**src/rtl/fetch_defs.svh**
```systemverilog
/*
  Fetch front end sizing
  Widths, memory depth, predictor size and the reset vector
*/
`ifndef FETCH_DEFS_SVH
`define FETCH_DEFS_SVH

// Datapath width for PC and instruction word
`define XLEN 16

// Instruction memory geometry
`define IMEM_DEPTH 256
`define IMEM_AW 8

// Branch target buffer geometry, index is the low PC bits
`define BP_ENTRIES 16
`define BP_IDX_W 4

`define RESET_PC 16'h0000 // First fetch address after reset

`endif

```
**src/rtl/fetch_pkg.sv**
```systemverilog
/*
  Shared types of the fetch front end
  APB request and response, prediction, branch resolution, IF/ID packet
*/
`include "fetch_defs.svh"

package fetch_pkg;

  // APB master side signals
  typedef struct packed {
    logic              psel;
    logic              penable;
    logic              pwrite;
    logic [15:0]       paddr;  // Word address
    logic [15:0]       pwdata;
  } apb_req_t;

  // APB slave side signals
  typedef struct packed {
    logic              pready;
    logic [15:0]       prdata;
    logic              pslverr; // Address out of range
  } apb_rsp_t;

  typedef struct packed {
    logic              taken;  // Predicted taken
    logic [`XLEN-1:0]  target; // Predicted target
  } prediction_t;

  // Resolution from a later stage, single cycle pulse
  typedef struct packed {
    logic                 valid;
    logic                 branch;      // Control flow instr, trains BTB
    logic [`BP_IDX_W-1:0] index;       // BTB entry to train
    logic                 taken;
    logic [`XLEN-1:0]     target;
    logic                 mispredict;  // Redirect and flush
    logic [`XLEN-1:0]     redirect_pc;
  } resolve_t;

  // IF/ID payload
  typedef struct packed {
    logic [`BP_IDX_W-1:0] pc_low;          // Low PC bits for decode
    logic [`XLEN-1:0]     pc_next;
    logic [`XLEN-1:0]     inst;
    logic                 predicted_taken;
  } fetch_packet_t;

endpackage

```
**src/rtl/if_id_pipe_reg.sv**
```systemverilog
/*
  IF/ID pipeline register
  Stall holds the packet, flush clears the instruction and prediction bit
*/
module if_id_pipe_reg (
  input  logic                     clk,
  input  logic                     rst,
  input  logic                     stall,     // Freeze the packet
  input  logic                     flush,     // Kill the fetched instruction
  input  fetch_pkg::fetch_packet_t fetch_in,
  output fetch_pkg::fetch_packet_t fetch_out
);

  logic load;  // Capture new packet
  logic clear; // Clear the payload fields

  assign load  = ~stall;
  assign clear = flush | rst;

  // Address fields, only rst clears them
  always_ff @(posedge clk) begin
    if (rst) begin
      fetch_out.pc_low  <= '0;
      fetch_out.pc_next <= '0;
    end else if (load) begin
      fetch_out.pc_low  <= fetch_in.pc_low;
      fetch_out.pc_next <= fetch_in.pc_next;
    end
  end

  // Instruction and prediction, flush has priority over stall
  always_ff @(posedge clk) begin
    if (clear) begin
      fetch_out.inst            <= '0; // Becomes a NOP
      fetch_out.predicted_taken <= 1'b0;
    end else if (load) begin
      fetch_out.inst            <= fetch_in.inst;
      fetch_out.predicted_taken <= fetch_in.predicted_taken;
    end
  end

endmodule

```
**config.mk**
```make
export PLATFORM = sky130hd
export DESIGN_NAME = if_id_pipe_reg
export DESIGN_NICKNAME = d
export VERILOG_FILES = /design/src/rtl/fetch_pkg.sv /design/src/rtl/if_id_pipe_reg.sv
export VERILOG_INCLUDE_DIRS = /design/src /design/src/rtl
export SDC_FILE = /design/constraint.sdc
export NUM_CORES = 1
export LEC_CHECK = 0
export ABC_AREA = 1
export BUFFER_PORTS_ARGS = -buffer_cell sky130_fd_sc_hd__buf_2
export CAP_MARGIN = 5
export CELL_PAD_IN_SITES_DETAIL_PLACEMENT = 2
export CELL_PAD_IN_SITES_GLOBAL_PLACEMENT = 2
export CORE_ASPECT_RATIO = 1.4
export CORE_MARGIN = 2
export CORE_UTILIZATION = 21
export CTS_BUF_LIST = sky130_fd_sc_hd__clkbuf_8
export DETAILED_ROUTE_END_ITERATION = 12
export GPL_ROUTABILITY_DRIVEN = 0
export PLACE_DENSITY_LB_ADDON = 0.25
export SYNTH_ARGS = -nofsm -noshare
export SYNTH_HDL_FRONTEND = slang
export SYNTH_SLANG_ARGS = --single-unit
```
**constraint.sdc**
```tcl
create_clock -name clk -period 0.8 [get_ports clk]
set_input_delay 0.16 -clock clk [delete_from_list [all_inputs] [get_ports clk]]
set_output_delay 0.16 -clock clk [all_outputs]
set_load 0.02 [all_outputs]
```
* Word-level counts from Yosys, hierarchy flattened *
Cells that the tools add are included.

storage, ports and cells
  register bits after elaboration = 37
  input bits = 41
  output and inout bits = 37
  logic and storage cells = 5

operators by class
  bitwise logic cells = 1

operators with widths
  operator          count
  1-bit bitwise OR  1

* Logic depth before layout (Yosys ltp) *
  word-level depth = 1
  depth in mapped cells = 5
  mapped depth without buffers = 4

* Worst setup path before layout *
No wires, ideal clock.

  kind = input to register
  from = in stall
  to = reg fetch_out[26] in the netlist's numbering
  setup time = 116 ps
  arrival = 609 ps
  data required time = 684 ps
  setup slack = 75 ps
  cell stages on the path = 4
  buffers on the path = 2
  path through = buf_6 -> buf_4 -> o21ai_0 -> nor2_1

RTL lines
  item         line                  RTL
  from (decl)  if_id_pipe_reg.sv:8   input logic stall,
  to (decl)    if_id_pipe_reg.sv:11  output fetch_pkg::fetch_packet_t fetch_out

* Worst setup path after layout *
  from = reg fetch_out[9] in the netlist's numbering
  to = out fetch_out[9] in the netlist's numbering

No word-level cell between the ends.

==> results.yml <==
global_route:
  grt_use_total_pct: 11.9
  grt_max_degree: 24
  antenna_found_initial: 0
  grt_pass1_vias: 1562
  grt_overflow_total: 0
  grt_pass1_wl_um: 6780
layout:
  fin_nets: 323
  diodes: 0
  top_regs: "fetch_out (37)"
  largest_reg_flops: 37
  design_area_um2: 2320
  fin_cells: 357
  final_util_pct: 35.4
  largest-register: "fetch_out"
  layout-drive-gt1-share_pct: 47.3
  area_growth_pct: 62.7
die:
  die_w_um: 73.7
  die_area_um2: 7490
  core_um2: 6570
  io_pins: 78
  die_h_um: 102
  row_count: 35
  start_util_pct: 21.8
yosys:
  synthCells: 196
  synthesis.area_um2: 1430
  ys_warn_count: 0
  yosysMostFrequentCell: "nor2_1"
  synth_edf_count: 0
  synthTopCellsByArea: "dfxtp_1 (52%), nor2_1 (19%), nand2_1 (8.9%)"
  synthFlopType: "dfxtp_1"
  synth_seq_area_share_pct: 51.8
  ys_seq_elements: 37
  synth_top_area_share_pct: 51.8
  ys_async_sr_fraction_pct: 0
  synthesis.nets: 237
  yosys.area.top_type: "dfxtp_1"
  synth_area_per_cell_um2: 7.29
  ys_types: 11
  synth_top_cells_by_count: "nor2_1 (74), dfxtp_1 (37), nand2_1 (34)"
critical_path:
  crit_chain: "buf_6"
  crit_fanout: 2
  cp_slowest_cell: "dfxtp_2"
  slowest_delay_ps: 340
  start_kind: "flip-flop"
  crit_start: "fetch_out[9]"
  rr_startpoint: "fetch_out[11]"
  arrival_ps: 740
  required_ps: 640
  worst-path-stages: 1
  cp_top_family: "flip-flops"
  end_kind: "primary output"
  r2r_slack_ps: 80
  path_buf_inv: 1
  path_class: "reg -> out"
  r2r_cells: 5
cts:
  cts_root_buffer: "clkbuf_8"
  clk_path_buf_depth: 2
  insertion_delay_ps: 280
  htreeDepth: 2
  clk_pin_slew_ps: 70
  ctsHoldBuffers: 0
  cts_buffers: 5
  cts_sinks: 37
  tritoncts: "built"
timing:
  rsz0062_at_grt: "yes"
  tightestPinTransition_ps: 172
  period_share_pct: 112
  slew_violations: 0
  slew_headroom_pct: 88.4
  hold_slack_ps: 93.8
  finalSetupViolCount: 37
  fin_crit_ps: 899
  setup_slack_ps: -98.5
  final-hold-violation-count: 0
  skew_ps: 0
  fmax_mhz: 1110
pwr:
  peakVddDrop_v: 0.000710
  clockPowerShare_pct: 29.9
  p_int_w: 0.00297
  p_switching_w: 0.00111
  power_frac_seq_pct: 50.2
  power_density_nw_per_um2: 1750
  p_leak_nw: 1.15
  p_sw_share_pct: 27.2
  combPwrFrac_pct: 19.9
routing:
  remaining_drc_errors: 0
  ant_nets: 0
  wl_met3_um: 254
  via_per_inst: 4.20
  wl_met1_um: 1670
  routed-wl-met2_um: 2150
  top_layer_used: "met4"
  first_iter_violations: 40
  wl_per_cell_um: 11.6
  vias: 1499
  first_pass_iters: 3
  drt_wl_total_um: 4150
worst_hold_path:
  hold_class: "in -> reg"
  hold_depth: 3
  holdCritStartpoint: "fetch_in[0]"
outcome:
  status: "complete, but fails checks"
  violations: "setup timing"
job:
  drv_cap: 0
placement:
  place_ws_ps: -87.3
  place_hpwl_um: 3180
  place_inst: 344
  io_buffers: 77
  dpl_cell_area_um2: 1930
-- power by group through the flow --
stage	registers [W]	logic, W	clock network (W)
2_1_floorplan	0.00217	0.000262	0
6_report	0.00204	0.000812	0.00122
4_1_cts	0.00205	0.000833	0.00133
3_3_place_gp	0.00204	0.000678	0
5_1_grt	0.00206	0.000905	0.00140
3_5_place_dp	0.00205	0.000695	0
-- cells by family (layout without fill, tap and decap cells) --
kind of cell           after synthesis  after routing  share of synthesized area, %
AOI/OAI and AO/OA                   20             20                          7.01
buffers and inverters               30            117                          12.0
DFF                                 37             37                          51.8
and+or+nand+nor                    109            109                          29.2
-- placed cells by master, fill, tap and decap left out --
cell type,synthesis,layout
buf_6,6,37
o21ai_0,16,16
nand2_1,34,34
buf_4,3,8
clkbuf_8,0,5
nor2_4,1,1
o21ai_1,4,4
inv_2,1,1
buf_2,2,40
buf_12,0,5
nor2_1,74,74
dfxtp_2,0,37
inv_1,18,21
-- worst paths after layout --
| check | to |
|---|---|
| worst min-delay path | fetch_out[0] |
| worst min register to register | fetch_out[27] |
| worst max-delay path | fetch_out[9] |
| worst max register to register | fetch_out[11] |
-- metal layers --
metal  up-vias  global-route usage [%]
li1        753                       -
met4         0                    4.62
met3         5                    4.08
met1       695                    12.5
met2        46                    21.3
met5         -                       0
-- per-stage QoR --
step	setup TNS, ps	power, W
final	-3340	0.00408
after global placement	-781	0.00272
after CTS	-4210	0.00421
after detailed placement	-1260	0.00274
after global routing	-4870	0.00436
after floorplan	0	0.00243
-- what timing repair did --
item / 4_1_cts / 5_1_grt
endpoints found under the setup margin: 37 / 37
buffers inserted: 4 / 1
hold endpoints to repair: 0 / 0
pin swaps: 0 / 0
resized for setup: 111 / 0
-- layout make-up --
type                       count  area, um^2
timing repair buffer          90         777
tap                           74        92.6
sequential                    37         787
inverter                      19        71.3
clock buffer                   5        68.8
fill                         766        4240
multi-input combinational    129         517
clock inverter                 3        11.3
No activity file was read; power rests on OpenSTA's default activity.
