File: src/rtl/fetch_defs.svh
/*
  Fetch front end sizing
  Widths, memory depth, predictor size and the reset vector
*/
`ifndef FETCH_DEFS_SVH
`define FETCH_DEFS_SVH

// Datapath width for PC and instruction word
`define XLEN 16

// Instruction memory geometry
`define IMEM_DEPTH 256
`define IMEM_AW 8

// Branch target buffer geometry, index is the low PC bits
`define BP_ENTRIES 16
`define BP_IDX_W 4

`define RESET_PC 16'h0000 // First fetch address after reset

`endif

File: src/rtl/fetch_pkg.sv
/*
  Shared types of the fetch front end
  APB request and response, prediction, branch resolution, IF/ID packet
*/
`include "fetch_defs.svh"

package fetch_pkg;

  // APB master side signals
  typedef struct packed {
    logic              psel;
    logic              penable;
    logic              pwrite;
    logic [15:0]       paddr;  // Word address
    logic [15:0]       pwdata;
  } apb_req_t;

  // APB slave side signals
  typedef struct packed {
    logic              pready;
    logic [15:0]       prdata;
    logic              pslverr; // Address out of range
  } apb_rsp_t;

  typedef struct packed {
    logic              taken;  // Predicted taken
    logic [`XLEN-1:0]  target; // Predicted target
  } prediction_t;

  // Resolution from a later stage, single cycle pulse
  typedef struct packed {
    logic                 valid;
    logic                 branch;      // Control flow instr, trains BTB
    logic [`BP_IDX_W-1:0] index;       // BTB entry to train
    logic                 taken;
    logic [`XLEN-1:0]     target;
    logic                 mispredict;  // Redirect and flush
    logic [`XLEN-1:0]     redirect_pc;
  } resolve_t;

  // IF/ID payload
  typedef struct packed {
    logic [`BP_IDX_W-1:0] pc_low;          // Low PC bits for decode
    logic [`XLEN-1:0]     pc_next;
    logic [`XLEN-1:0]     inst;
    logic                 predicted_taken;
  } fetch_packet_t;

endpackage

File: src/rtl/next_pc_select.sv
/*
  Next PC selection
  Owns the PC register; redirect beats prediction beats PC + 1
*/
`include "fetch_defs.svh"

module next_pc_select (
  input  logic                   clk,
  input  logic                   rst,
  input  logic                   stall,      // Hold fetch
  input  fetch_pkg::resolve_t    resolve,    // Redirect source
  input  fetch_pkg::prediction_t prediction, // BTB result for pc
  output logic [`XLEN-1:0]       pc,
  output logic [`XLEN-1:0]       pc_next     // Also recorded in IF/ID
);

  logic redirect;

  ////////////////////////////////
  // Next address
  ////////////////////////////////
  // Predicted path, or fall through
  assign pc_next = prediction.taken ? prediction.target : pc + `XLEN'(1);

  // Mispredict redirect wins even while stalled
  assign redirect = resolve.valid & resolve.mispredict;

  ////////////////////////////////
  // PC register
  ////////////////////////////////
  always_ff @(posedge clk) begin
    if (rst)
      pc <= `RESET_PC;
    else if (redirect)
      pc <= resolve.redirect_pc; // Restart at the correct path
    else if (!stall)
      pc <= pc_next;
    // Stall without redirect holds pc
  end

endmodule

File: config.mk
export PLATFORM = sky130hd
export DESIGN_NAME = next_pc_select
export DESIGN_NICKNAME = d
export VERILOG_FILES = /design/src/rtl/fetch_pkg.sv /design/src/rtl/next_pc_select.sv
export VERILOG_INCLUDE_DIRS = /design/src /design/src/rtl
export SDC_FILE = /design/constraint.sdc
export NUM_CORES = 1
export LEC_CHECK = 0
export ABC_CLOCK_PERIOD_IN_PS = 1710
export BUFFER_PORTS_ARGS = -buffer_cell sky130_fd_sc_hd__buf_4
export CAP_MARGIN = 30
export CORE_MARGIN = 2
export CORE_UTILIZATION = 40
export CTS_CLUSTER_DIAMETER = 120
export DETAILED_ROUTE_END_ITERATION = 16
export PLACE_DENSITY = 0.83
export RECOVER_POWER = 25
export SYNTH_ARGS = -nofsm -noshare
export SYNTH_HDL_FRONTEND = slang
export SYNTH_SLANG_ARGS = --single-unit
File: constraint.sdc
create_clock -name clk -period 1.71 [get_ports clk]
set_input_delay 0.0855 -clock clk [delete_from_list [all_inputs] [get_ports clk]]
set_output_delay 0.0855 -clock clk [all_outputs]
set_load 0.01 [all_outputs]
-- Word-level counts from Yosys, hierarchy flattened
Cells that the tools add are included.
- memories: 0
- input bits: 60
- register bits after elaboration: 16
- logic and storage cells: 7
- bits in latches: 0
- bits in read-only memories: 0
- output and inout port bits: 32
- bits in writable memories: 0
- divide/modulo/power cells: 0
- bitwise logic cells: 1
- multipliers: 0
- mux-type cells: 3
- equal/unequal tests: 1
- shifts and indexed selects: 0
- $add $sub $neg: 1
- order comparisons: 0
- reductions and logical operators: 0
- operator list (cell ; number):
    16-bit 2-to-1 mux ; 3
    16-bit by 1-bit adder with 16-bit output (second input constant) ; 1
    2-bit by 1-bit != test with 1-bit output (second input constant) ; 1
    1-bit bitwise AND ; 1

-- Longest topological paths before layout
- depth in word-level cells: 4
- depth in mapped cells: 6
- depth with buffers taken out: 5

-- Least setup slack after synthesis
OpenSTA, ideal clock, no wires.
- kind: flip-flop to output port
- from: reg pc[0]
- to: out pc_next[12]
- slack: 3 ps
- cell stages (with the launch flop): 7
- required time: 1624 ps
- buffers on the path: 1
- arrival time: 1622 ps
- cell sequence: dfxtp_1 -> ha_1 -> and4_1 -> buf_4 -> nand4_1 -> xnor2_1 -> mux2_2
- word-level cells in the longest chain between the ends: 2
- ends and longest elaborated chain (item ; line ; text):
    from (decl) ; next_pc_select.sv:13 ; output logic [`XLEN-1:0] pc,
    from (signal assigned) ; next_pc_select.sv:33 ; pc <= `RESET_PC;
    from (signal assigned) ; next_pc_select.sv:35 ; pc <= resolve.redirect_pc;
    from (signal assigned) ; next_pc_select.sv:37 ; pc <= pc_next;
    16-bit by 1-bit adder with 16-bit output ; next_pc_select.sv:23 ; assign pc_next = prediction.taken ? prediction.target : pc + `XLEN'(1);
    16-bit 2-to-1 mux ; next_pc_select.sv:23 ;
    to (decl) ; next_pc_select.sv:14 ; output logic [`XLEN-1:0] pc_next
No other way between the ends.

-- Final worst setup path
- from: reg pc[1]
- to: out pc_next[13]
The elaborated chain is that of the path after synthesis.

==> results.json <==
{
  "yosys.area.top_type": "dfxtp_1",
  "multi_input_area_mm2": 0.001169,
  "h-tree-depth": 1,
  "synth_compound_area_share_pct": 27.80,
  "top_regs": "pc (16)",
  "cts_tree": "yes",
  "vdd_ir_drop_max_v": 0.0002956,
  "antenna_found_initial": 0,
  "final_area_mm2": 0.002384,
  "syn_to_final_growth_pct": 52.16,
  "fp-row-count": 22,
  "synthDistinctLibCells": 47,
  "regMostFlops": "pc",
  "gr-total-overflow": 0,
  "syn_avg_cell_area_um2": 7.641,
  "fin_crit_ps": 1790,
  "ys.flop_type": "dfxtp_1",
  "synth_most_common_cell": "nand2_1",
  "cts_hold_buffers": 0,
  "track_usage_pct": 22.67,
  "status": "complete, but fails checks",
  "setup_viol": 5,
  "antenna_left": 0,
  "cap_violations": 0,
  "wl_per_cell_um": 14.51,
  "grt_pass1_vias": 1722,
  "clock_path_buffers": 2,
  "nNetsFinal": 352,
  "die_w_um": 66.58,
  "diodes": 0,
  "dpl.hpwl_um": 3431,
  "slew_viol_final": 0,
  "arrival_ps": 1700,
  "coreArea_mm2": 0.003716,
  "yosys_warnings": 0,
  "critPathRequiredTime_ps": 1620,
  "grt_pass1_wl_um": 7886,
  "synth_async_sr_flop_share_pct": 0,
  "ys_seq_area_share_pct": 20.45,
  "grt_max_degree": 42,
  "critPathSlowestCell": "or3_1",
  "initial_utilization_pct": 42.15,
  "rsz0062_at_grt": "true",
  "p_per_area_mw_per_mm2": 515.0,
  "via_count": 1873,
  "cp-end-kind": "primary output",
  "largest_reg_flops": 16,
  "hold_violations": 0,
  "leakage_nw": 1.065,
  "synth-simple-area-share_pct": 27.40,
  "syn_nets": 266,
  "synth_mux_area_share_pct": 10.54,
  "slowest_delay_ps": 370,
  "post-place-cells": 320,
  "gp_congestion": 0.8290,
  "path_clk_slew_ps": 60,
  "startpoint_type": "flip-flop",
  "critical_path_class": "reg2out",
  "crit_chain": "and4_4 -> nand4_1 -> or3_1 -> a31oi_1 -> buf_4",
  "tightest_slew_ps": 720.4,
  "synth_top_family_by_area": "compound AO/OA/AOI/OAI gates",
  "min_path_type": "in2reg",
  "drt_first_pass_iters": 4,
  "final_cell_count_no_fill": 337,
  "syn_inst": 205,
  "synthTopCellsByCount": "nand2_1, dfxtp_1, a21oi_1",
  "synth_area_mm2": 0.001567,
  "ctsRootBufferMaster": "clkbuf_8",
  "drive_above_1_share_pct": 43.25,
  "worst-path-max-fanout": 3,
  "yosys-top-cells-area": "dfxtp_1, mux2i_1, a21oi_1",
  "synth_fa_ha_area_share_pct": 0.7987,
  "skew_ps": 1.860,
  "fin_crit_sh_pct": 104.7,
  "first_iter_violations": 169,
  "worstSkewPairLatency_ps": 250,
  "place_area_mm2": 0.002172,
  "viasPerCell": 5.558,
  "synth-seq-cells": 16,
  "fin_hold_ws_ps": 77.04,
  "wirelength_um": 4891,
  "max_slew_margin_pct": 51.98,
  "fmax_mhz": 558.7,
  "io_buffers": 69,
  "synth_top_area_share_pct": 20.45,
  "drc_errors": 0,
  "synth-edff-count": 0,
  "die_h_um": 66.58,
  "synth-xor-area-share_pct": 4.473,
  "io_pins": 92,
  "cts.sinks": 16,
  "fin_ws_ps": -79.76,
  "cts_buffers": 3,
  "fillers": 324,
  "seq_area_um2": 332.8,
  "die-area_mm2": 0.004433,
  "violations": "negative setup slack"
}
## report_power, final
part           leakage [nW]  switching [mW]  total, mW  internal, mW
clock                0.0216           0.128      0.284         0.156
sequential            0.135          0.0313      0.435         0.404
combinational         0.909           0.245      0.508         0.264
## final cells by class
type	count	share of cell area, %
well taps	48	2.520
multi-input cells	162	49.03
clock buffers	3	1.732
inverters	7	1.102
repair buffers	101	31.65
flip-flops and latches	16	13.96
## critical path: cells and delay by family (launching register included)
family                 cells  cell delay [ps]
and+or+nand+nor            3              760
buffers and inverters      1              150
DFF                        1              360
AOI/OAI and AO/OA          1              180
## metal layers
metal / vias up / global-route usage, % / wire length, um
met5: - / 0 / 0
met4: 0 / 4.082 / 15
met3: 2 / 2.872 / 251
met2: 53 / 41.38 / 2493
met1: 881 / 28.50 / 2131
li1: 937 / - / -
## metrics by stage
stage	setup TNS (ps)	power (mW)	util (%)	setup slack, ps
after global routing	-635.5	1.293	64.14	-128.6
after floorplan	0	0.6899	-	2.764
after global placement	0	0.9202	58.45	91.63
final	-277.8	1.227	64.14	-79.76
after CTS	-139.9	1.228	62.73	-61.65
after detailed placement	0	0.9296	58.45	63.30
## what timing repair did
item	CTS	global route
setup endpoints to repair	7	8
setup buffers	9	5
pin swaps	9	9
resized for setup	16	11
## cells by family (layout without fill, tap and decap cells)
| family | count (synthesis) | count (layout) |
|---|---|---|
| xor+xnor | 8 | 8 |
| compound gates | 62 | 62 |
| simple gates | 75 | 75 |
| buf+inv | 27 | 111 |
| flops | 16 | 16 |
| fa+ha+maj | 1 | 1 |
| mux | 16 | 16 |
## cells in the final DEF, fill, tap and decap left out, types with 4 or more instances in the layout
cell	instances
o21ai_0	10
nand2_1	18
a21oi_1	13
o21a_1	4
a221oi_1	6
a31oi_1	5
and4_1	4
clkbuf_1	5
nand2b_1	10
nand3_1	4
inv_1	7
dfxtp_2	4
nor2_1	10
xnor2_1	4
buf_6	4
mux2i_1	12
and4_4	5
nand4_1	7
buf_4	92
dfxtp_1	10
## final timing paths
kind         slack (ps)     endpoint  cells past startpoint        from
min                  80        pc[0]                      3  resolve[0]
max                 -80  pc_next[13]                      5       pc[1]
min reg2reg         630       pc[13]                      2      pc[13]
max reg2reg          50        pc[5]                      6       pc[1]
(Power assumes the default switching activity.)
