## src/rtl/fetch_defs.svh

```systemverilog
/*
  Fetch front end sizing
  Widths, memory depth, predictor size and the reset vector
*/
`ifndef FETCH_DEFS_SVH
`define FETCH_DEFS_SVH

// Datapath width for PC and instruction word
`define XLEN 16

// Instruction memory geometry
`define IMEM_DEPTH 256
`define IMEM_AW 8

// Branch target buffer geometry, index is the low PC bits
`define BP_ENTRIES 16
`define BP_IDX_W 4

`define RESET_PC 16'h0000 // First fetch address after reset

`endif

```

## src/rtl/fetch_pkg.sv

```systemverilog
/*
  Shared types of the fetch front end
  APB request and response, prediction, branch resolution, IF/ID packet
*/
`include "fetch_defs.svh"

package fetch_pkg;

  // APB master side signals
  typedef struct packed {
    logic              psel;
    logic              penable;
    logic              pwrite;
    logic [15:0]       paddr;  // Word address
    logic [15:0]       pwdata;
  } apb_req_t;

  // APB slave side signals
  typedef struct packed {
    logic              pready;
    logic [15:0]       prdata;
    logic              pslverr; // Address out of range
  } apb_rsp_t;

  typedef struct packed {
    logic              taken;  // Predicted taken
    logic [`XLEN-1:0]  target; // Predicted target
  } prediction_t;

  // Resolution from a later stage, single cycle pulse
  typedef struct packed {
    logic                 valid;
    logic                 branch;      // Control flow instr, trains BTB
    logic [`BP_IDX_W-1:0] index;       // BTB entry to train
    logic                 taken;
    logic [`XLEN-1:0]     target;
    logic                 mispredict;  // Redirect and flush
    logic [`XLEN-1:0]     redirect_pc;
  } resolve_t;

  // IF/ID payload
  typedef struct packed {
    logic [`BP_IDX_W-1:0] pc_low;          // Low PC bits for decode
    logic [`XLEN-1:0]     pc_next;
    logic [`XLEN-1:0]     inst;
    logic                 predicted_taken;
  } fetch_packet_t;

endpackage

```

## src/rtl/branch_predictor.sv

```systemverilog
/*
  Branch predictor
  Direct mapped BTB with 2-bit saturating counters,
  looked up by fetch PC, trained by branch resolutions
*/
`include "fetch_defs.svh"

module branch_predictor (
  input  logic                   clk,
  input  logic                   rst,
  input  logic [`XLEN-1:0]       pc,         // Fetch PC
  input  fetch_pkg::resolve_t    resolve,    // Training input
  output fetch_pkg::prediction_t prediction
);

  // Per entry state
  logic             valid  [`BP_ENTRIES];
  logic [1:0]       ctr    [`BP_ENTRIES]; // 00 strong NT .. 11 strong T
  logic [`XLEN-1:0] target [`BP_ENTRIES]; // No reset, gated by valid

  logic [`BP_IDX_W-1:0] lookup_idx;
  logic                 train;
  logic [1:0]           ctr_cur;
  logic [1:0]           ctr_upd;

  ////////////////////////////////
  // Lookup
  ////////////////////////////////
  assign lookup_idx = pc[`BP_IDX_W-1:0];

  // Taken only on a valid entry leaning taken
  assign prediction.taken  = valid[lookup_idx] & ctr[lookup_idx][1];
  assign prediction.target = target[lookup_idx];

  ////////////////////////////////
  // Training
  ////////////////////////////////
  assign train   = resolve.valid & resolve.branch;
  assign ctr_cur = ctr[resolve.index];

  // Saturating counter step
  always_comb begin
    ctr_upd = ctr_cur;
    if (resolve.taken) begin
      if (ctr_cur != 2'b11)
        ctr_upd = ctr_cur + 2'b01;
    end else if (ctr_cur != 2'b00) begin
      ctr_upd = ctr_cur - 2'b01;
    end
  end

  // Control state, cleared to invalid and weakly not taken
  always_ff @(posedge clk) begin
    if (rst) begin
      for (int i = 0; i < `BP_ENTRIES; i++) begin
        valid[i] <= 1'b0;
        ctr[i]   <= 2'b01;
      end
    end else if (train) begin
      valid[resolve.index] <= 1'b1;
      ctr[resolve.index]   <= ctr_upd;
    end
  end

  // Target only learned from taken branches
  always_ff @(posedge clk) begin
    if (train && resolve.taken)
      target[resolve.index] <= resolve.target;
  end

endmodule

```

## config.mk

```make
export PLATFORM = sky130hd
export DESIGN_NAME = branch_predictor
export DESIGN_NICKNAME = d
export VERILOG_FILES = /design/src/rtl/fetch_pkg.sv /design/src/rtl/branch_predictor.sv
export VERILOG_INCLUDE_DIRS = /design/src /design/src/rtl
export SDC_FILE = /design/constraint.sdc
export NUM_CORES = 1
export LEC_CHECK = 0
export ABC_CLOCK_PERIOD_IN_PS = 5600
export BUFFER_PORTS_ARGS = -buffer_cell sky130_fd_sc_hd__buf_2
export CORE_AREA = 3 3 140 142
export DETAILED_ROUTE_END_ITERATION = 6
export DIE_AREA = 0 0 143 145
export GPL_TIMING_DRIVEN = 0
export PLACE_DENSITY = 0.93
export RECOVER_POWER = 50
export SETUP_SLACK_MARGIN = 0.5
export SLEW_MARGIN = 20
export SYNTH_ARGS = -nofsm -noshare
export SYNTH_HDL_FRONTEND = slang
export SYNTH_SLANG_ARGS = --single-unit
```

## constraint.sdc

```tcl
create_clock -name clk -period 5.6 [get_ports clk]
set_input_delay 0.28 -clock clk [delete_from_list [all_inputs] [get_ports clk]]
set_output_delay 0.28 -clock clk [all_outputs]
set_load 0.005 [all_outputs]
```

Yosys cells after proc, flatten, opt, wreduce, memory -nomap -nowiden
Memory sizes are Yosys's and may differ from the RTL's.
Cells that the tools add are included.
- bits in writable memories: 304
- bits in registers: 0
- input port bits: 58
- output and inout port bits: 17
- word-level logic and storage cells: 28
- memories: 3
- eq/ne operators: 1
- reduce and logical (&&, ||, !) cells: 4
- bitwise operators: 2
- multiplexer cells: 16
- add/subtract/negate cells: 2
- memory list (name ; depth ; bits a word ; read ports ; clocked after Yosys merged registers in ; write ports ; RTL line ; RTL):
    target ; 16 ; 16 ; 1 ; 0 ; 1 ; branch_predictor.sv:19 ; logic [`XLEN-1:0] target [`BP_ENTRIES];
    ctr ; 16 ; 2 ; 2 ; 0 ; 16 ; branch_predictor.sv:18 ; logic [1:0] ctr [`BP_ENTRIES];
    valid ; 16 ; 1 ; 1 ; 0 ; 16 ; branch_predictor.sv:17 ; logic valid [`BP_ENTRIES];
- operators by type and width (cell ; count):
    two-way mux 1 bit ; 10
    two-way mux 2 bit ; 4
    two-way mux 4 bit ; 2
    adder 2 x 1 -> 2 bit (second input constant) ; 1
    AND 1 bit ; 2
    inequality test 2 bit (second input constant) ; 1
    nonzero test 2 bit ; 1
    OR reduction 2 bit ; 1
    subtractor 2 x 1 -> 2 bit (second input constant) ; 1
    logical AND 1 bit ; 1
    OR reduction 1 bit ; 1

Longest topological paths before layout
Gate-level depths: netlist of run 1.
- word-level depth: 6
- mapped depth: 8
- mapped depth without buffers: 5

Worst setup path after synthesis of run 1
Ideal clock, no wire load.
- path kind: input to register
- from: input port resolve[36] in the netlist's numbering
- to: memory target[4][0] in the netlist's numbering (enable)
- stages on the path: 4
- arrival time: 1.985 ns
- data required time: 5.191 ns
- buffers on the path: 1
- setup time: 0.409 ns
- slack: 3.205 ns
- path through: nor2b_1 -> clkbuf_1 -> nand2_1 -> nor3_1
- RTL lines (what ; RTL line ; RTL):
    start: declaration ; branch_predictor.sv:12 ; input fetch_pkg::resolve_t resolve,
    end: declaration ; branch_predictor.sv:19 ;
No word-level cell before the write port.

==> results.ini, run 1 <==
[layout]
layout.nets=742
fin_area_um2=13700
instances_no_fill=940
fin_util=0.740
drive_above_1_share=0.279
area_growth_pct=14.7
n_antenna_cell=0
fillCellCount=991

[placed_design]
placed_area_um2=12800
pre_cts_ws_ps=2680
dp_cells=887
dp_hpwl_mm=19.0
gp_congestion=0.889
io_buffers=39

[cts]
cts_post_setup_buffers_inserted=0
clk_pin_slew_ps=60
cts_hold_buf=0
cts_tree=done
post_cts_resized=0
h-tree-depth=1
clk_latency_ps=560
cts_sinks=304
cts_buffer_depth=3
cts_buffers=29
cts_root_buffer=clkbuf_16

[grt]
busiest_layer=met2
grt_pass1_wl_mm=44.8
grt_pass1_vias=6874
antenna_found_initial=0
grt_max_degree=17
use_met3=0.0541
grt_use_met1=0.403
grt.overflow.total=0
track_usage=0.303
grtUsageMet2=0.487

[synthesis]
synthCells=594
yosys_warnings=0
syn_area_per_cell_um2=20.2
synth.distinct_cells=28
syn-num-nets=652
ys_seq_elements=304
post_synth_instance_area_um2=12000
async_flop_share=0
ys.flop_type=edfxtp_1
synth_edf_count=288
yosysSeqAreaShare=0.748

[run]
maxCapViolCount=0

[outcome]
outcome=complete, but fails checks
violations=design-rule violations

[die]
fp.dieW_um=143
row_count=50
dieArea_um2=20700
die_y_um=145
initial_utilization=0.645
core_area_um2=18600
io_pins=75

[power_and_ir_drop]
clock_power_share=0.439
power_per_cell_area_nw_per_um2=358
switching_share=0.206
power_leakage_nw=4.35
seq_power_share=0.511
p_switching_w=0.00101
pwr-share-comb=0.051
ir_drop_mv=0.306
intPower_w=0.00391

[worst_setup_path]
arrival_ps=2660
r2r-start=ctr[9][1]
cp-start-kind=input pin
worstSetupEndpointType=output pin
crit_type=in2out
r2r_cells=6
cp.required_ps=5320
cp_max_fo=10
critPathLaunch=pc[0]

[min_path]
whs_path_depth=2
holdCritStartpoint=rst
hold_path_class=in2reg

[sta]
rsz0062_at_grt=false
setup_ws_ps=2660
slew_viol_final=0
setup_viol=0
worst_pin_slew_ps=1290
post-route-min-period_ps=2940
fmax_mhz=340
hold_violations=0
tns_ps=0
finalClockSkew_ps=6.15
fin_crit_sh=0.526
slew_headroom=0.131

[detailed_routing]
drc=10
drtIter0Drc=916
num_vias=6667
routed_wirelength_mm=30.4
dr.pass1.iters=7
drt-vias-per-instance=7.09
wl_per_cell_um=32.3
postRouteAntennaNets=0

## synthesized netlist by cell type, drive strengths merged (2+ instances only)
cell,count,share of area
nand2b,18,0.0094
o21ai,20,0.0084
nor2b,2,0.0010
nand3,20,0.0084
a22o,2,0.0015
buf,17,0.0090
inv,17,0.0053
maj3,2,0.0023
mux4,90,0.17
edfxtp,288,0.72
nand2,33,0.010
nor2,38,0.012
a31oi,4,0.0021
nor3,5,0.0021
dfxtp,16,0.027
clkbuf,16,0.0050
## registers in the layout, indices dropped and copies added (netlist names)
name / flops
valid: 16
target: 256
ctr: 32
## power groups by stage
stage,combinational [W],sequential (W),clock (W)
global route,0.000264,0.00251,0.00225
floorplan,0.000147,0.00256,0
global placement,0.000225,0.00256,0
finish,0.000250,0.00251,0.00216
detailed placement,0.000246,0.00256,0
CTS,0.000250,0.00251,0.00217
## critical path, stage by stage
cell	delay, ps
clkbuf_1	550
buf_2	560
mux4_2	600
mux4_2	510
buf_2	150
## final cells by class
| type | instances | area, um^2 | share of cell area |
|---|---|---|---|
| sequential | 304 | 8970 | 0.652 |
| multi-input combinational | 240 | 2810 | 0.205 |
| clock buffer | 33 | 761 | 0.0553 |
| timing repair buffer | 59 | 392 | 0.0285 |
| tap | 234 | 293 | 0.0213 |
| clock inverter | 20 | 290 | 0.0211 |
| buffer | 33 | 165 | 0.0120 |
| inverter | 17 | 63.8 | 0.00464 |
## kinds of logic (layout without fill, tap and decap cells)
family                     after synthesis  in the layout  share of synthesized area
AOI/OAI and AO/OA                       27             27                     0.0123
adders and majority gates                2              2                    0.00230
buffers and inverters                   50            162                     0.0193
DFF                                    304            304                      0.748
muxes                                   90             90                      0.171
and+or+nand+nor                        121            121                     0.0468
## layout by cell type, fill, tap and decap left out
cell type | Yosys | final
and4_1 | 1 | 1
and3_1 | 1 | 1
nor2b_1 | 2 | 2
and2_1 | 1 | 1
clkbuf_16 | 0 | 29
mux4_2 | 84 | 84
a22o_1 | 2 | 2
buf_8 | 1 | 7
buf_6 | 2 | 10
inv_6 | 0 | 1
a21oi_1 | 1 | 1
buf_2 | 11 | 30
buf_1 | 2 | 2
clkinvlp_4 | 0 | 1
a31oi_1 | 4 | 4
nand2b_1 | 18 | 18
nand3b_1 | 1 | 1
nor3_2 | 0 | 1
o21ai_0 | 20 | 20
nand3_1 | 20 | 20
inv_16 | 0 | 1
nand2_1 | 33 | 33
clkinv_2 | 0 | 5
buf_4 | 1 | 5
clkbuf_2 | 0 | 1
clkinv_1 | 0 | 5
nor2_1 | 37 | 28
maj3_4 | 2 | 2
edfxtp_1 | 288 | 288
bufinv_16 | 0 | 7
mux4_1 | 6 | 6
nor3_1 | 5 | 4
clkbuf_8 | 0 | 2
dfxtp_1 | 16 | 16
nand4_2 | 1 | 1
nor2_2 | 1 | 10
clkbuf_1 | 16 | 39
inv_1 | 17 | 17
## stage by stage
step / power [W] / hold slack [ps]
after floorplan: 0.00270 / 379
after global placement: 0.00278 / 440
after detailed placement: 0.00281 / 448
after CTS: 0.00493 / 68.8
after global routing: 0.00503 / 165
final: 0.00492 / 165
## routing by layer
metal  vias to the layer above  wire (um)
met1                      3381      10300
li1                       2593          -
met2                       558      15200
met3                       135       2960
met5                         -          0
met4                         0       1830
## worst paths after layout
check / endpoint / slack [ps]
setup / recovery: prediction[15] / 2660
hold / removal: ctr[0][0] / 160
setup reg to reg: ctr[8][0] / 3360
hold reg to reg: valid[2] / 460
(Power assumes the default switching activity.)
==> run 2: changes to the inputs <==
--- a/config.mk
+++ b/config.mk
@@ -6,13 +6,13 @@
 export SDC_FILE = /design/constraint.sdc
 export NUM_CORES = 1
 export LEC_CHECK = 0
-export ABC_CLOCK_PERIOD_IN_PS = 5600
+export ABC_CLOCK_PERIOD_IN_PS = 2400
 export BUFFER_PORTS_ARGS = -buffer_cell sky130_fd_sc_hd__buf_2
-export CORE_AREA = 3 3 140 142
+export CORE_AREA = 3 3 153 155
 export DETAILED_ROUTE_END_ITERATION = 6
-export DIE_AREA = 0 0 143 145
+export DIE_AREA = 0 0 156 158
 export GPL_TIMING_DRIVEN = 0
-export PLACE_DENSITY = 0.93
+export PLACE_DENSITY = 0.84
 export RECOVER_POWER = 50
 export SETUP_SLACK_MARGIN = 0.5
 export SLEW_MARGIN = 20
==> constraint.sdc (replaced) <==
create_clock -name clk -period 2.4 [get_ports clk]
set_input_delay 0.12 -clock clk [delete_from_list [all_inputs] [get_ports clk]]
set_output_delay 0.12 -clock clk [all_outputs]
set_load 0.005 [all_outputs]
==> run 2 against run 1 <==
Compared with the run above:
- the run now ends clean
- sequential power increased by 130%
- routed wire length decreased by 8.6%
- clock-buffer cell count increased by 5
- first-iteration DRC count decreased by 16%
- clock power increased by 110%
- clock skew increased by 1.2 ps
- power increased by 120%
- critical path type is now reg2out
- largest cell class unchanged
- highest routed layer unchanged
==> results.ini, run 2 (synthesized netlist as in run 1, its figures left out) <==
[outcome]
outcome=finished, final reports clean

[layout]
fin_area_um2=14200  ; +3.1%
drive_above_1_share=0.339  ; +0.0602
final_common_cell=edfxtp_1
fillCellCount=1412  ; +42%
largest_register=target
instances_no_fill=1008  ; +7.2%
top_regs=target x256, ctr x32, valid x16
mostFrequentLayoutCells=edfxtp_1 (288), mux4_2 (86), nand2_1 (33)
n_antenna_cell=0  ; unchanged
area_growth_pct=18.3
layout.nets=762  ; +2.7%
largest_register_ffs=256  ; unchanged

[worst_setup_path]
cp_max_fo=1  ; -9
cp.required_ps=2280  ; -3040 ps
crit_type=reg2out
crit_buf_inv=1  ; -2
r2r_slack_ps=250  ; -3110 ps
r2r_end=ctr[4][0]
r2r_cells=7  ; +1
worstPathCellList=mux4_2, mux4_2, buf_6
r2r-start=ctr[7][1]
cpMostUsedCell=mux4_2
arrival_ps=2120  ; -540 ps
critical-path-slowest-cell=mux4_2
crit_family=multiplexers
worstSetupEndpointType=output pin
critPathMaxStageDelay_ps=520  ; -80 ps
cp-start-kind=register

[die]
row_count=54  ; +8.0%
fp.dieW_um=156  ; +9.1%
initial_utilization=0.546  ; -0.0992
core_area_um2=22000  ; +18%
io_pins=75  ; unchanged
die_y_um=158  ; +9.0%
dieArea_um2=24600  ; +19%

[sta]
tns_ps=0  ; unchanged
hold_violations=0  ; unchanged
slew_viol_final=0  ; unchanged
fmax_mhz=446
fin_crit_sh=0.934
hold_ws_ps=133  ; -31.6 ps
setup_viol=0  ; unchanged
rsz0062_at_grt=true
worst_pin_slew_ps=1450  ; +153 ps
finalClockSkew_ps=7.34  ; +1.20 ps
slew_headroom=0.0282  ; -0.103
post-route-min-period_ps=2240

[detailed_routing]
routed_wirelength_mm=27.8  ; -8.6%
wl_per_cell_um=27.5  ; -15%
drt-vias-per-instance=6.22  ; -12%
num_vias=6272  ; -5.9%
dr.pass1.iters=5  ; -2
postRouteAntennaNets=0  ; unchanged
drtIter0Drc=765  ; -16%
drc=0  ; -10

[cts]
clk_pin_slew_ps=70  ; about the same
cts_buffers=30  ; +3.4%
cts_root_buffer=clkbuf_16
clk_latency_ps=550  ; about the same
cts_sinks=304  ; unchanged
h-tree-depth=1  ; unchanged
cts_buffer_depth=3  ; unchanged
cts_tree=done

[grt]
grt.overflow.total=0  ; unchanged
grt_pass1_wl_mm=40.5  ; -9.7%
track_usage=0.226  ; -0.0767
antenna_found_initial=0  ; unchanged
grt_pass1_vias=6454  ; -6.1%
grt_max_degree=17  ; unchanged

[placed_design]
placed_area_um2=12800  ; +0.50%
dp_hpwl_mm=16.9  ; -11%
dp_cells=929  ; +4.7%
io_buffers=39  ; unchanged
gp_congestion=0.846  ; -4.7%

[power_and_ir_drop]
switching_share=0.212  ; +0.00611
power_leakage_nw=4.45  ; +2.4%
totalPowerFinal_w=0.0110  ; +120%
pwr-share-comb=0.061  ; +0.010
ir_drop_mv=0.633  ; +110%
clock_power_share=0.405  ; -0.034
intPower_w=0.00865  ; +120%
p_switching_w=0.00233  ; +130%
seq_power_share=0.534  ; +0.023
power_per_cell_area_nw_per_um2=775  ; +120%

[min_path]
whs_path_depth=3  ; +1
hold-path-endpoint=valid[11]
hold_path_class=in2reg
holdCritStartpoint=rst

[run]
maxCapViolCount=0  ; unchanged

[run 2: metal layers]
metal | part of all wire | routed length (um) | vias to the layer above | global-route usage
met5 | 0 | 0 | - | 0
met2 | 0.53 | 14600 | 386 | 0.401
met1 | 0.35 | 9750 | 3191 | 0.289
li1 | - | - | 2633 | -
met3 | 0.094 | 2610 | 62 | 0.0462
met4 | 0.030 | 824 | 0 | 0.0606
[run 2: per-stage QoR]
step                setup slack [ps]   util
floorplan                        512      -
global placement                -418  0.571
detailed placement              -108  0.584
CTS                              143  0.637
global route                     110  0.645
finish                           158  0.645
[run 2: worst max-delay path by stage]
stage	slack (ps)	cells after the start	endpoint	startpoint
after global placement	-420	5	target[6][9]	resolve[36]
after detailed placement	-110	7	prediction[16]	pc[1]
after floorplan	510	4	prediction[0]	pc[0]
after global routing	110	5	ctr[8][0]	resolve[35]
after CTS	140	3	prediction[7]	target[15][7]
final	160	3	prediction[5]	target[10][5]
[run 2: final cells by class]
type / instances / area (um^2) / share of cell area
flip-flops and latches: 304 / 8970 / 0.633
multi-input cells: 240 / 2990 / 0.211
clock buffers: 38 / 812 / 0.0573
repair buffers: 78 / 657 / 0.0463
well taps: 280 / 350 / 0.0247
plain buffers: 33 / 201 / 0.0142
clock inverters: 18 / 131 / 0.00927
inverters: 17 / 63.8 / 0.00450
[run 2: worst reg2reg max path: cells and delay by family, from the launching register on]
kind                     cells  cell delay (ps)
AND/OR/NAND/NOR              2              210
buffers and inverters        2              290
multiplexers                 1              470
AO/OA/AOI/OAI                1              200
flip-flops                   1              410
adder cells (fa/ha/maj)      1              260
[run 2: power groups by stage]
stage | Sequential (W) | Combinational, W | Clock (W)
after detailed placement | 0.00597 | 0.000567 | 0
after global placement | 0.00597 | 0.000532 | 0
after CTS | 0.00586 | 0.000615 | 0.00450
after global routing | 0.00586 | 0.000711 | 0.00472
after floorplan | 0.00597 | 0.000345 | 0
final | 0.00586 | 0.000673 | 0.00444
[run 2: repair_timing]
item,in CTS,in global routing
pin swaps,2,3
buffers inserted,3,1
gates cloned,0,2
hold buffers,17,0
hold endpoints to repair,260,0
setup endpoints to repair,43,49
gates resized for setup,20,49
==> run 3: changes to the inputs <==
==> constraint.sdc (replaced) <==
create_clock -name clk -period 2.4 [get_ports clk]
set_input_delay 0.24 -clock clk [delete_from_list [all_inputs] [get_ports clk]]
set_output_delay 0.24 -clock clk [all_outputs]
set_load 0.005 [all_outputs]
==> run 3 against run 2 <==
Compared with the run above:
- the flow now finishes with violations (negative setup slack)
- final cell count is 1.4% lower
- hold slack improved by 43 ps
- largest power group unchanged
- fmax shrank 7.8%
- routed wire length increased by 0.63%
- largest cell class unchanged
- first-iteration DRC count shrank 14%
- via count grew 1.1%
==> results.ini, run 3 (synthesized netlist as in run 1, its figures left out) <==
[die]
die_y_um=158  ; unchanged
row_count=54  ; unchanged
dieArea_um2=24600  ; unchanged
core_area_um2=22000  ; unchanged
io_pins=75  ; unchanged
fp.dieW_um=156  ; unchanged
initial_utilization=0.546  ; unchanged

[cts]
cts_buffer_depth=3  ; unchanged
cts_buffers=30  ; unchanged
clk_latency_ps=550  ; about the same
clk_pin_slew_ps=70  ; about the same
cts_root_buffer=clkbuf_16
cts_sinks=304  ; unchanged
cts_tree=done
h-tree-depth=1  ; unchanged

[sta]
slew_headroom=0.0883  ; +0.0601
fin_crit_sh=1.01  ; +0.0788
finalClockSkew_ps=9.14  ; +1.79 ps
fmax_mhz=411  ; -7.8%
hold_ws_ps=176  ; +43.2 ps
rsz0062_at_grt=true
setup_viol=1  ; +1
setup_ws_ps=-31.5  ; -189 ps
post-route-min-period_ps=2430  ; +189 ps
hold_violations=0  ; unchanged
worst_pin_slew_ps=1360  ; -89.5 ps
slew_viol_final=0  ; unchanged

[worst_setup_path]
worstSetupEndpointType=output pin
r2r-start=ctr[7][1]
cp-start-kind=register
arrival_ps=2190  ; +70 ps
critPathMaxStageDelay_ps=540  ; +20 ps
r2r_end=ctr[4][0]
r2r_cells=7  ; unchanged
cp_max_fo=1  ; unchanged
cp.required_ps=2160  ; -120 ps
cpMostUsedCell=mux4_2
crit_type=reg2out
r2r_slack_ps=220  ; -30 ps
worstPathCellList=mux4_2, mux4_2, buf_2
critical-path-slowest-cell=mux4_2

[layout]
top_regs=target x256, ctr x32, valid x16
n_antenna_cell=0  ; unchanged
area_growth_pct=18.7
mostFrequentLayoutCells=edfxtp_1 (288), mux4_2 (85), nand2_1 (33)
largest_register=target
drive_above_1_share=0.347  ; +0.00805
instances_no_fill=994  ; -1.4%
largest_register_ffs=256  ; unchanged
fin_util=0.648  ; +0.00262
final_common_cell=edfxtp_1
layout.nets=748  ; -1.8%

[placed_design]
io_buffers=39  ; unchanged
dp_cells=928  ; -0.11%
dp_hpwl_mm=17.1  ; +1.1%
gp_congestion=0.857  ; +1.2%

[min_path]
hold-path-endpoint=target[4][11]
whs_path_depth=1  ; -2
holdCritStartpoint=resolve[28]
hold_path_class=in2reg

[grt]
antenna_found_initial=0  ; unchanged
grt_pass1_vias=6561  ; +1.7%
grt.overflow.total=0  ; unchanged
track_usage=0.225  ; -0.00114
grt_max_degree=17  ; unchanged
grt_pass1_wl_mm=40.4  ; about the same

[detailed_routing]
dr.pass1.iters=5  ; unchanged
drtIter0Drc=659  ; -14%
drt-vias-per-instance=6.38  ; +2.5%
postRouteAntennaNets=0  ; unchanged
wl_per_cell_um=28.1  ; +2.0%
routed_wirelength_mm=27.9  ; +0.63%
drc=0  ; unchanged
num_vias=6339  ; +1.1%

[outcome]
outcome=complete, but fails checks
violations=negative setup slack

[power_and_ir_drop]
power_leakage_nw=4.43  ; -0.49%
ir_drop_mv=0.658  ; +3.9%
power_per_cell_area_nw_per_um2=790  ; +2.0%

[run]
maxCapViolCount=0  ; unchanged

==> run 3: cell types whose count changed in the layout (fill, tap and decap cells not counted), sizes merged <==
cell           before  now
clkdlybuf4s15       0    1
bufinv              1    4
dlymetal6s2s        1    0
dlygate4sd3        17    0
clkbuf             74   72
buf                57   59
==> run 3: critical path: cells and delay by family, from the launching register on <==
kind / cells / cell delay [ps]
multiplexers: 2 / 1070
buffers and inverters: 1 / 160
flip-flops: 1 / 420
==> run 3: how the worst max path moves through the flow <==
stage                     slack [ps]        endpoint            from
after floorplan                  450       ctr[0][0]     resolve[34]
after global placement          -520    target[7][7]     resolve[36]
after detailed placement        -370  prediction[16]           pc[1]
after CTS                        -30  prediction[14]  target[10][14]
after global routing             -50  prediction[14]  target[10][14]
final                            -30  prediction[14]  target[11][14]
==> run 3: cell type report <==
type,instances,area (um^2)
multi-input combinational,240,3050
clock inverter,21,221
inverter,17,63.8
buffer,33,246
clock buffer,35,769
tap,280,350
timing repair buffer,64,561
sequential,304,8970
fill,1345,7730
==> run 3: report_power, final <==
part | total (W) | switching (W) | internal (W)
sequential | 0.00586 | 0.0000180 | 0.00585
combinational | 0.000706 | 0.000388 | 0.000318
clock | 0.00467 | 0.00194 | 0.00273
total | 0.0112 | 0.00235 | 0.00889
==> run 3: repair_timing <==
action	in CTS	in global routing
setup buffers	5	3
pin swaps	4	5
gates resized for setup	65	30
hold buffers	0	0
gates cloned	2	0
endpoints found under the setup margin	65	133
==> run 3: per-layer routing <==
layer / track usage / part of all wire / up-vias
met3: 0.0446 / 0.088 / 79
met1: 0.295 / 0.36 / 3261
met4: 0.0887 / 0.043 / 0
met2: 0.378 / 0.51 / 394
met5: 0 / 0 / -
li1: - / - / 2605
==> run 3: per-stage QoR <==
step / setup WS [ps] / cell area [um^2] / power (W) / setup TNS, ps
CTS: -32.2 / 14200 / 0.0113 / -32.2
floorplan: 452 / 12100 / 0.00632 / 0
global route: -46.7 / 14200 / 0.0115 / -46.7
detailed placement: -373 / 12900 / 0.00655 / -6230
global placement: -520 / 12600 / 0.00651 / -86300
finish: -31.5 / 14200 / 0.0112 / -31.5
